--- src/design/sys_macros.svh ---
// Command codes of the host I/O bus
// Reset values for video size, volume and the sync counter width
`ifndef SYS_MACROS_SVH
`define SYS_MACROS_SVH

////////////////////
// Host commands
`define SYS_CMD_CFG        8'h01
`define SYS_CMD_VMODE      8'h20
`define SYS_CMD_LED        8'h25
`define SYS_CMD_VOL        8'h26
`define SYS_CMD_VSET       8'h27
`define SYS_CMD_HSET       8'h37

// Answer code on io_dout after the video mode command byte
`define SYS_VMODE_ACK      16'd3

////////////////////
// Reset values
`define SYS_DEF_WIDTH      12'd1920
`define SYS_DEF_HEIGHT     12'd1080
`define SYS_VOL_ATT_RESET  5'b11111

// Configuration word bit selecting composite sync on hsync
`define SYS_CFG_CSYNC_BIT  3

////////////////////
// Widths
`define SYS_SYNC_CNT_W     16

`endif

--- src/design/sys_pkg.sv ---
// Shared vector types of the system control block
// and the state encoding of the output window calculator

package sys_pkg;

	////////////////////
	// Bus words
	typedef logic [15:0] cmd_word_t;
	typedef logic [7:0]  cmd_code_t;

	////////////////////
	// Video geometry
	// Pixel or line count
	typedef logic [11:0] dim_t;
	// Aspect component, top bit reserved
	typedef logic [12:0] aspect_t;

	////////////////////
	// Audio and LEDs
	typedef logic [4:0] vol_att_t;
	typedef logic [7:0] led_byte_t;

	// Window calculator sequence
	typedef enum logic [2:0] {
		IDLE,
		MUL_W,
		WAIT_W,
		MUL_H,
		WAIT_H,
		CLAMP,
		CENTRE
	} win_state_e;

endpackage

--- src/design/video_cfg_if.sv ---
// Video size and scale limits set by the host
// Decoder drives src, window calculator reads dst
`timescale 1ns/1ps

interface video_cfg_if;

	// Mode size from the video mode command
	sys_pkg::dim_t width;
	sys_pkg::dim_t height;

	// Output scale limits, zero means no limit
	sys_pkg::dim_t vset;
	sys_pkg::dim_t hset;
	logic          freescale;

	modport src (
		output width,
		output height,
		output vset,
		output hset,
		output freescale
	);

	modport dst (
		input width,
		input height,
		input vset,
		input hset,
		input freescale
	);

endinterface

--- src/design/hps_cmd_decoder.sv ---
// Host I/O bus command decoder
// Holds configuration, LED, volume and video size registers
// and the readback word
`timescale 1ns/1ps
`include "sys_macros.svh"

module hps_cmd_decoder (
	input  logic               arst_n_i,
	input  logic               clk_sys,

	input  logic               io_uio_i,
	input  logic               io_strobe_i,
	input  sys_pkg::cmd_word_t io_din_i,
	output sys_pkg::cmd_word_t io_dout_o,

	output sys_pkg::cmd_word_t cfg_o,
	output sys_pkg::led_byte_t led_overtake_o,
	output sys_pkg::led_byte_t led_state_o,
	output sys_pkg::vol_att_t  vol_att_o,

	video_cfg_if.src           vcfg
);

	logic               has_cmd;
	sys_pkg::cmd_code_t cmd;
	sys_pkg::cmd_code_t din_code;
	// Parameter word index, saturates
	logic [3:0]         cnt;

	assign din_code = io_din_i[7:0];

	always_ff @(posedge clk_sys or negedge arst_n_i) begin
		if (!arst_n_i) begin
			has_cmd         <= 1'b0;
			cmd             <= '0;
			cnt             <= '0;
			io_dout_o       <= '0;
			cfg_o           <= '0;
			led_overtake_o  <= '0;
			led_state_o     <= '0;
			vol_att_o       <= `SYS_VOL_ATT_RESET;
			vcfg.width      <= `SYS_DEF_WIDTH;
			vcfg.height     <= `SYS_DEF_HEIGHT;
			vcfg.vset       <= '0;
			vcfg.hset       <= '0;
			vcfg.freescale  <= 1'b0;
		end else if (!io_uio_i) begin
			// Bus deselected, drop any pending command
			has_cmd   <= 1'b0;
			io_dout_o <= '0;
		end else if (io_strobe_i) begin
			io_dout_o <= '0;
			if (!has_cmd) begin
				////////////////////
				// Command byte
				has_cmd <= 1'b1;
				cmd     <= din_code;
				cnt     <= '0;
				if (din_code == `SYS_CMD_VMODE) begin
					io_dout_o <= `SYS_VMODE_ACK;
				end
			end else begin
				////////////////////
				// Parameter words
				if (!(&cnt)) begin
					cnt <= cnt + 1'b1;
				end
				case (cmd)
					`SYS_CMD_CFG: begin
						cfg_o <= io_din_i;
					end
					`SYS_CMD_VMODE: begin
						// Only width and height are kept
						if (cnt == 4'd0) begin
							vcfg.width <= io_din_i[11:0];
						end
						if (cnt == 4'd4) begin
							vcfg.height <= io_din_i[11:0];
						end
					end
					`SYS_CMD_LED: begin
						led_overtake_o <= io_din_i[15:8];
						led_state_o    <= io_din_i[7:0];
					end
					`SYS_CMD_VOL: begin
						vol_att_o <= io_din_i[4:0];
					end
					`SYS_CMD_VSET: begin
						vcfg.vset <= io_din_i[11:0];
					end
					`SYS_CMD_HSET: begin
						vcfg.freescale <= io_din_i[15];
						vcfg.hset      <= io_din_i[11:0];
					end
					default: begin
						// Unknown commands swallow their words
					end
				endcase
			end
		end
	end

endmodule

--- src/design/umuldiv.sv ---
// Sequential unsigned multiply then divide
// Product latched at start, restoring division one bit per cycle
`timescale 1ns/1ps

module umuldiv (
	input  logic          arst_n_i,
	input  logic          clk_sys,
	input  logic          start_i,
	input  sys_pkg::dim_t mul1_i,
	input  sys_pkg::dim_t mul2_i,
	input  sys_pkg::dim_t div_i,
	output logic          busy_o,
	output sys_pkg::dim_t result_o
);

	localparam int DIM_W  = $bits(sys_pkg::dim_t);
	localparam int PROD_W = 2 * DIM_W;
	localparam int CNT_W  = $clog2(PROD_W + 1);

	// Dividend shifts out on top, quotient shifts in at the bottom
	logic [PROD_W-1:0] acc;
	sys_pkg::dim_t     rem;
	sys_pkg::dim_t     divisor;
	logic [CNT_W-1:0]  bit_cnt;
	logic [DIM_W:0]    rem_sh;
	logic [DIM_W:0]    rem_diff;
	logic              launch;

	assign launch   = start_i & ~busy_o;
	assign rem_sh   = {rem, acc[PROD_W-1]};
	assign rem_diff = rem_sh - {1'b0, divisor};
	assign result_o = acc[DIM_W-1:0];

	always_ff @(posedge clk_sys or negedge arst_n_i) begin
		if (!arst_n_i) begin
			busy_o  <= 1'b0;
			bit_cnt <= '0;
		end else if (launch) begin
			busy_o  <= 1'b1;
			bit_cnt <= CNT_W'(PROD_W);
		end else if (busy_o) begin
			bit_cnt <= bit_cnt - 1'b1;
			if (bit_cnt == CNT_W'(1)) begin
				busy_o <= 1'b0;
			end
		end
	end

	always_ff @(posedge clk_sys) begin
		if (launch) begin
			acc     <= mul1_i * mul2_i;
			rem     <= '0;
			divisor <= div_i;
		end else if (busy_o) begin
			// No borrow means the divisor fits
			if (!rem_diff[DIM_W]) begin
				rem <= rem_diff[DIM_W-1:0];
				acc <= {acc[PROD_W-2:0], 1'b1};
			end else begin
				rem <= rem_sh[DIM_W-1:0];
				acc <= {acc[PROD_W-2:0], 1'b0};
			end
		end
	end

endmodule

--- src/design/scaler_window_calc.sv ---
// Output window calculator for the scaler
// Fits the core aspect ratio into the output frame and centres it
`timescale 1ns/1ps

module scaler_window_calc (
	input  logic            arst_n_i,
	input  logic            clk_sys,
	video_cfg_if.dst        vcfg,
	input  sys_pkg::aspect_t ar_x_i,
	input  sys_pkg::aspect_t ar_y_i,
	output sys_pkg::dim_t   hmin_o,
	output sys_pkg::dim_t   hmax_o,
	output sys_pkg::dim_t   vmin_o,
	output sys_pkg::dim_t   vmax_o
);

	sys_pkg::win_state_e state;

	// Output frame after scale limits
	sys_pkg::dim_t out_w;
	sys_pkg::dim_t out_h;
	sys_pkg::dim_t wcalc;
	sys_pkg::dim_t hcalc;
	sys_pkg::dim_t videow;
	sys_pkg::dim_t videoh;
	sys_pkg::dim_t arx;
	sys_pkg::dim_t ary;

	logic          md_start;
	logic          md_busy;
	sys_pkg::dim_t md_mul1;
	sys_pkg::dim_t md_mul2;
	sys_pkg::dim_t md_div;
	sys_pkg::dim_t md_res;

	// Bit 12 of the aspect is reserved
	assign arx = ar_x_i[11:0];
	assign ary = ar_y_i[11:0];

	umuldiv u_muldiv (
		.arst_n_i (arst_n_i),
		.clk_sys  (clk_sys),
		.start_i  (md_start),
		.mul1_i   (md_mul1),
		.mul2_i   (md_mul2),
		.div_i    (md_div),
		.busy_o   (md_busy),
		.result_o (md_res)
	);

	always_ff @(posedge clk_sys or negedge arst_n_i) begin
		if (!arst_n_i) begin
			state    <= sys_pkg::IDLE;
			out_w    <= '0;
			out_h    <= '0;
			wcalc    <= '0;
			hcalc    <= '0;
			videow   <= '0;
			videoh   <= '0;
			md_start <= 1'b0;
			md_mul1  <= '0;
			md_mul2  <= '0;
			md_div   <= '0;
			hmin_o   <= '0;
			hmax_o   <= '0;
			vmin_o   <= '0;
			vmax_o   <= '0;
		end else begin
			out_w    <= (vcfg.hset != '0 && vcfg.hset < vcfg.width) ? vcfg.hset : vcfg.width;
			out_h    <= (vcfg.vset != '0 && vcfg.vset < vcfg.height) ? vcfg.vset : vcfg.height;
			md_start <= 1'b0;

			case (state)
				sys_pkg::IDLE: begin
					if (vcfg.freescale || arx == '0 || ary == '0) begin
						wcalc <= out_w;
						hcalc <= out_h;
						state <= sys_pkg::CLAMP;
					end else begin
						state <= sys_pkg::MUL_W;
					end
				end
				////////////////////
				// Width from output height
				sys_pkg::MUL_W: begin
					md_mul1  <= out_h;
					md_mul2  <= arx;
					md_div   <= ary;
					md_start <= 1'b1;
					state    <= sys_pkg::WAIT_W;
				end
				sys_pkg::WAIT_W: begin
					if (!md_start && !md_busy) begin
						wcalc <= md_res;
						state <= sys_pkg::MUL_H;
					end
				end
				////////////////////
				// Height from output width
				sys_pkg::MUL_H: begin
					md_mul1  <= out_w;
					md_mul2  <= ary;
					md_div   <= arx;
					md_start <= 1'b1;
					state    <= sys_pkg::WAIT_H;
				end
				sys_pkg::WAIT_H: begin
					if (!md_start && !md_busy) begin
						hcalc <= md_res;
						state <= sys_pkg::CLAMP;
					end
				end
				sys_pkg::CLAMP: begin
					videow <= (wcalc > out_w) ? out_w : wcalc;
					videoh <= (hcalc > out_h) ? out_h : hcalc;
					state  <= sys_pkg::CENTRE;
				end
				sys_pkg::CENTRE: begin
					// Centre inside the mode frame
					hmin_o <= (vcfg.width - videow) >> 1;
					hmax_o <= ((vcfg.width - videow) >> 1) + videow - 1'b1;
					vmin_o <= (vcfg.height - videoh) >> 1;
					vmax_o <= ((vcfg.height - videoh) >> 1) + videoh - 1'b1;
					state  <= sys_pkg::IDLE;
				end
				default: begin
					state <= sys_pkg::IDLE;
				end
			endcase
		end
	end

endmodule

--- src/design/sync_polarity_fix.sv ---
// Sync polarity normaliser
// Compares high and low run lengths, flips to an active-high pulse
`timescale 1ns/1ps
`include "sys_macros.svh"

module sync_polarity_fix (
	input  logic arst_n_i,
	input  logic clk_sys,
	input  logic sync_i,
	output logic sync_o
);

	logic                       sync_d;
	logic                       pol;
	logic [`SYS_SYNC_CNT_W-1:0] run_cnt;
	logic [`SYS_SYNC_CNT_W-1:0] high_len;
	logic [`SYS_SYNC_CNT_W-1:0] low_len;

	assign sync_o = sync_i ^ pol;

	always_ff @(posedge clk_sys or negedge arst_n_i) begin
		if (!arst_n_i) begin
			sync_d   <= 1'b0;
			pol      <= 1'b0;
			run_cnt  <= '0;
			high_len <= '0;
			low_len  <= '0;
		end else begin
			sync_d <= sync_i;
			if (sync_d != sync_i) begin
				run_cnt <= '0;
			end else if (!(&run_cnt)) begin
				run_cnt <= run_cnt + 1'b1;
			end
			// Run that just ended
			if (sync_i && !sync_d) begin
				low_len <= run_cnt;
			end
			if (!sync_i && sync_d) begin
				high_len <= run_cnt;
			end
			// Longer high run means active-low input
			pol <= high_len > low_len;
		end
	end

endmodule

--- src/design/csync_gen.sv ---
// Composite sync generator
// Serrated vsync with pulses moved ahead of each hsync
`timescale 1ns/1ps
`include "sys_macros.svh"

module csync_gen (
	input  logic arst_n_i,
	input  logic clk_sys,
	input  logic hsync_i,
	input  logic vsync_i,
	output logic csync_o
);

	logic                       prev_hs;
	logic [`SYS_SYNC_CNT_W-1:0] h_cnt;
	logic [`SYS_SYNC_CNT_W-1:0] hs_len;
	// Count in the low run where the serration starts
	logic [`SYS_SYNC_CNT_W-1:0] line_len;

	always_ff @(posedge clk_sys or negedge arst_n_i) begin
		if (!arst_n_i) begin
			prev_hs  <= 1'b0;
			h_cnt    <= '0;
			hs_len   <= '0;
			line_len <= '0;
			csync_o  <= 1'b0;
		end else begin
			prev_hs <= hsync_i;
			h_cnt   <= h_cnt + 1'b1;
			if (prev_hs != hsync_i) begin
				h_cnt <= '0;
				if (hsync_i) begin
					line_len <= h_cnt - hs_len;
				end else begin
					hs_len <= h_cnt + 1'b1;
				end
			end

			if (!vsync_i) begin
				csync_o <= hsync_i;
			end else if (hsync_i && !prev_hs) begin
				csync_o <= 1'b1;
			end else if (!hsync_i && h_cnt == line_len) begin
				csync_o <= 1'b0;
			end
		end
	end

endmodule

--- src/design/sys_top.sv ---
// System control top
// Command decoder, output window, sync clean-up and LED mixer
`timescale 1ns/1ps
`include "sys_macros.svh"

module sys_top (
	input  logic               arst_n_i,
	input  logic               clk_sys,

	input  logic               io_uio_i,
	input  logic               io_strobe_i,
	input  sys_pkg::cmd_word_t io_din_i,
	output sys_pkg::cmd_word_t io_dout_o,

	input  sys_pkg::aspect_t   ar_x_i,
	input  sys_pkg::aspect_t   ar_y_i,

	input  sys_pkg::led_byte_t core_led_i,
	output sys_pkg::led_byte_t led_o,
	output sys_pkg::vol_att_t  vol_att_o,

	input  logic               hs_i,
	input  logic               vs_i,
	output logic               hs_o,
	output logic               vs_o,

	output sys_pkg::dim_t      hmin_o,
	output sys_pkg::dim_t      hmax_o,
	output sys_pkg::dim_t      vmin_o,
	output sys_pkg::dim_t      vmax_o
);

	video_cfg_if vcfg ();

	sys_pkg::cmd_word_t cfg;
	sys_pkg::led_byte_t led_overtake;
	sys_pkg::led_byte_t led_state;
	logic               hs_fix;
	logic               vs_fix;
	logic               cs_fix;

	hps_cmd_decoder u_decoder (
		.arst_n_i       (arst_n_i),
		.clk_sys        (clk_sys),
		.io_uio_i       (io_uio_i),
		.io_strobe_i    (io_strobe_i),
		.io_din_i       (io_din_i),
		.io_dout_o      (io_dout_o),
		.cfg_o          (cfg),
		.led_overtake_o (led_overtake),
		.led_state_o    (led_state),
		.vol_att_o      (vol_att_o),
		.vcfg           (vcfg.src)
	);

	scaler_window_calc u_window (
		.arst_n_i (arst_n_i),
		.clk_sys  (clk_sys),
		.vcfg     (vcfg.dst),
		.ar_x_i   (ar_x_i),
		.ar_y_i   (ar_y_i),
		.hmin_o   (hmin_o),
		.hmax_o   (hmax_o),
		.vmin_o   (vmin_o),
		.vmax_o   (vmax_o)
	);

	////////////////////
	// Sync path
	sync_polarity_fix u_hs_fix (
		.arst_n_i (arst_n_i),
		.clk_sys  (clk_sys),
		.sync_i   (hs_i),
		.sync_o   (hs_fix)
	);

	sync_polarity_fix u_vs_fix (
		.arst_n_i (arst_n_i),
		.clk_sys  (clk_sys),
		.sync_i   (vs_i),
		.sync_o   (vs_fix)
	);

	csync_gen u_csync (
		.arst_n_i (arst_n_i),
		.clk_sys  (clk_sys),
		.hsync_i  (hs_fix),
		.vsync_i  (vs_fix),
		.csync_o  (cs_fix)
	);

	assign hs_o = cfg[`SYS_CFG_CSYNC_BIT] ? cs_fix : hs_fix;
	assign vs_o = vs_fix;

	////////////////////
	// Main-board LEDs, driven active low
	assign led_o = ~((led_overtake & led_state) | (~led_overtake & core_led_i));

endmodule

--- config.mk ---
export PLATFORM = sky130hd
export DESIGN_NAME = sys_top
export DESIGN_NICKNAME = d
export VERILOG_FILES = /design/src/design/sys_pkg.sv /design/src/design/video_cfg_if.sv /design/src/design/hps_cmd_decoder.sv /design/src/design/umuldiv.sv /design/src/design/scaler_window_calc.sv /design/src/design/sync_polarity_fix.sv /design/src/design/csync_gen.sv /design/src/design/sys_top.sv
export VERILOG_INCLUDE_DIRS = /design/src /design/src/design
export SDC_FILE = /design/constraint.sdc
export NUM_CORES = 1
export LEC_CHECK = 0
export ABC_AREA = 1
export BUFFER_PORTS_ARGS = -buffer_cell sky130_fd_sc_hd__buf_2
export CAP_MARGIN = 20
export CORE_UTILIZATION = 57
export CTS_CLUSTER_DIAMETER = 200
export DETAILED_ROUTE_END_ITERATION = 16
export PLACE_DENSITY = 0.86
export SLEW_MARGIN = 20
export SYNTH_ARGS = -nofsm -noshare
export SYNTH_HDL_FRONTEND = slang
export SYNTH_HIERARCHICAL = 1
export SYNTH_SLANG_ARGS = --single-unit
--- constraint.sdc ---
create_clock -name clk_sys -period 4.49 [get_ports clk_sys]
set_clock_uncertainty 0.1 [all_clocks]
set_input_delay 0.6735 -clock clk_sys [delete_from_list [all_inputs] [get_ports clk_sys]]
set_output_delay 0.6735 -clock clk_sys [all_outputs]
set_load 0.005 [all_outputs]
==> summary.txt <==
Floorplan
  – Number of cell rows: 86
  – Initial Util: ~58%
  – Die width: about 240 µm
  – IO Count: 135
  – Die ar.: approximately 57000 µm²
  – Total core area: approximately 55000 µm²
  – DIE HEIGHT: 239 µm

Drt
  – DRC: 0
  – First DRT Iteration DRCs: around 2200
  – Total Routed Length: just over 80 mm
  – Per-cell routed wire length: about 16 µm
  – Max Used Layer: met4
  – Met2 wire len: about 39 mm
  – Vias per Instance: 5.44
  – Vias: about 28000
  – Routed met1 length: 33.9 mm
  – Final ANT Viol Nets: 0
  – Detailed-router iteration count before antenna repair: 6
  – Metal3 WL: 5.89 mm

Run status
  – Status: finished, violations left
  – Violated checks: setup timing

Timing
  – Fin crit share: 109%
  – Final Hold Viols: 0
  – Tmin final: about 4.9 ns
  – Final worst slack: -0.425 ns
  – Slew @ Worst Pin: 1.11 ns
  – FMAX: 203 MHz
  – Slew headroom: around a quarter
  – RSZ-0062 raised after global routing: true
  – Max Slew Vio Count: 0
  – # setup viols final: 14

Critical path
  – Worst setup EP type: flop
  – CP Launch Type: flop
  – Kind of critical path: flop to flop
  – Crit path max fanout: 4
  – Critical path required time: 4.74 ns
  – CP Data Arrival Time: 5.16 ns

Clocking
  – Clock transition at the registers of the reported paths: 0.06 ns
  – Clock Sink Count: between 400 and 500
  – Clock Tree Root: clkbuf_16
  – Maximum clock path buffer count: 3
  – Cts bufs inserted: between 40 and 50
  – Worst skew pair latency: between 0.6 and 0.7 ns
  – H-Tree Depth: 2
  – CTS tree: yes

Pwr
  – Power Density: around 710 nW/µm²
  – Leakage: between 15 and 20 nW
  – Peak VDD IR: just over 0.5 mV

Yosys
  – Ys Warns: 6
  – Syn Inst Count: 4281
  – Mean Syn Cell Area: roughly 7.5 µm²
  – Synth Cell Area: ~32000 µm²

Layout
  – Synth-to-layout area growth: 11.7%
  – Most frequent cells in the layout: 1307 x nand2_1, 715 x inv_1, 368 x dfrtp_1, 340 x nand3_1, 230 x ha_1
  – Final nets: 4798
  – Layout cells sized above 1: 13.2%
  – Util after Layout: 64.8%
  – Most common cell after layout, fill and taps aside: nand2_1
  – Inserted Diodes: 0

Hold path
  – Worst hold path class: input port to asynchronous set/reset pin

Global routing
  – Total grt overflow: 0
  – Largest net degree at the start of global routing: 109
  – GRT Util Overall: about 28%
  – Vias in the first global route: between 20000 and 30000
  – Global-route wire length before repair: ~130 mm
  – Antenna violations before repair: 0

Placement
  – Detailed Place HPWL: a little under 60 mm
  – Port bufs: approximately 120
  – GP Congestion: just over 0.9
  – Pre-CTS setup slack: -0.421 ns

Flow run
  – Max-Cap Viols: 0
[power by group]
group	switching (W)	internal (W)	total [W]
combinational	0.00930	0.00563	0.0149
clock	0.00175	0.00254	0.00429
sequential	0.000951	0.00519	0.00614
[sequential cells by signal, indices dropped and copies added (netlist names), 16 cells and up]
register               cells
u_window/u_muldiv/acc     24
u_vs_fix/run_cnt          16
u_csync/h_cnt             16
u_vs_fix/high_len         16
u_hs_fix/run_cnt          16
u_csync/hs_len            16
u_csync/line_len          16
u_hs_fix/low_len          16
u_vs_fix/low_len          16
u_hs_fix/high_len         16
[routing by layer]
| metal | vias to the layer above | GRT usage (%) |
|---|---|---|
| met5 | - | 0 |
| met4 | 0 | 10.9 |
| met3 | 211 | 4.15 |
| met2 | 1108 | 47.3 |
| li1 | 13520 | - |
| met1 | 13333 | 36.7 |
[worst max-delay path, stage by stage, from the launching register on]
cell and delay [ns]:
dfrtp_1 0.41, buf_6 0.14, nand2_1 0.05, inv_1 0.05, fa_1 0.54, fa_1 0.45, fa_1 0.54, fa_1 0.56
inv_2 0.05, fa_1 0.54, inv_2 0.05, ha_4 0.27, nand2_1 0.10, nand2_2 0.09, a21oi_4 0.19, nand3_4 0.12
or2_1 0.24, nand3_1 0.11, nand2_1 0.06
[stage by stage]
step / area, µm² / cells / hold WS [ns] / power [W] / setup TNS (ns)
floorplan: 32300 / 4295 / 0.278 / 0.0160 / -0.255
global placement: 33500 / 5076 / 0.336 / 0.0193 / -3.13
detailed placement: 33500 / 5076 / 0.335 / 0.0197 / -4.48
CTS: 35600 / 5175 / 0.0575 / 0.0246 / -1.79
global route: 35900 / 5183 / 0.0840 / 0.0274 / -5.41
finish: 35900 / 5183 / 0.0147 / 0.0254 / -3.47
[cell type report]
type	instances	area, µm²
Timing Repair Buffer	211	1380
Sequential cell	447	11300
Multi-Input combinational cell	2930	17700
Clock buffer	68	1400
Inverter	755	2840
Tap cell	748	936
Fill cell	4479	19500
Clock inverter	24	325
[path summary, 6_finish.rpt]
kind	startpoint	to	slack, ns	cells past startpoint
worst min-delay path	arst_n_i	u_window/md_mul2[8]	0.01	1
worst max-delay path	u_window/md_mul2[6]	u_window/u_muldiv/acc[13]	-0.43	18
worst max register to register	u_window/md_mul2[6]	u_window/u_muldiv/acc[13]	-0.43	18
max in group asynchronous	arst_n_i	u_decoder/vol_att_o[4]	3.18	2
worst min register to register	u_window/md_div[5]	u_window/u_muldiv/divisor[5]	0.35	0
min in group clk_sys	vs_i	u_vs_fix/sync_d	0.13	1
[what timing repair did]
item / in CTS / in global routing
setup buffers: 7 / 7
hold buffers: 0 / 0
pin swaps: 26 / 42
resized for setup: 77 / 83
setup endpoints to repair: 15 / 16
No activity file was read; power rests on OpenSTA's default activity.
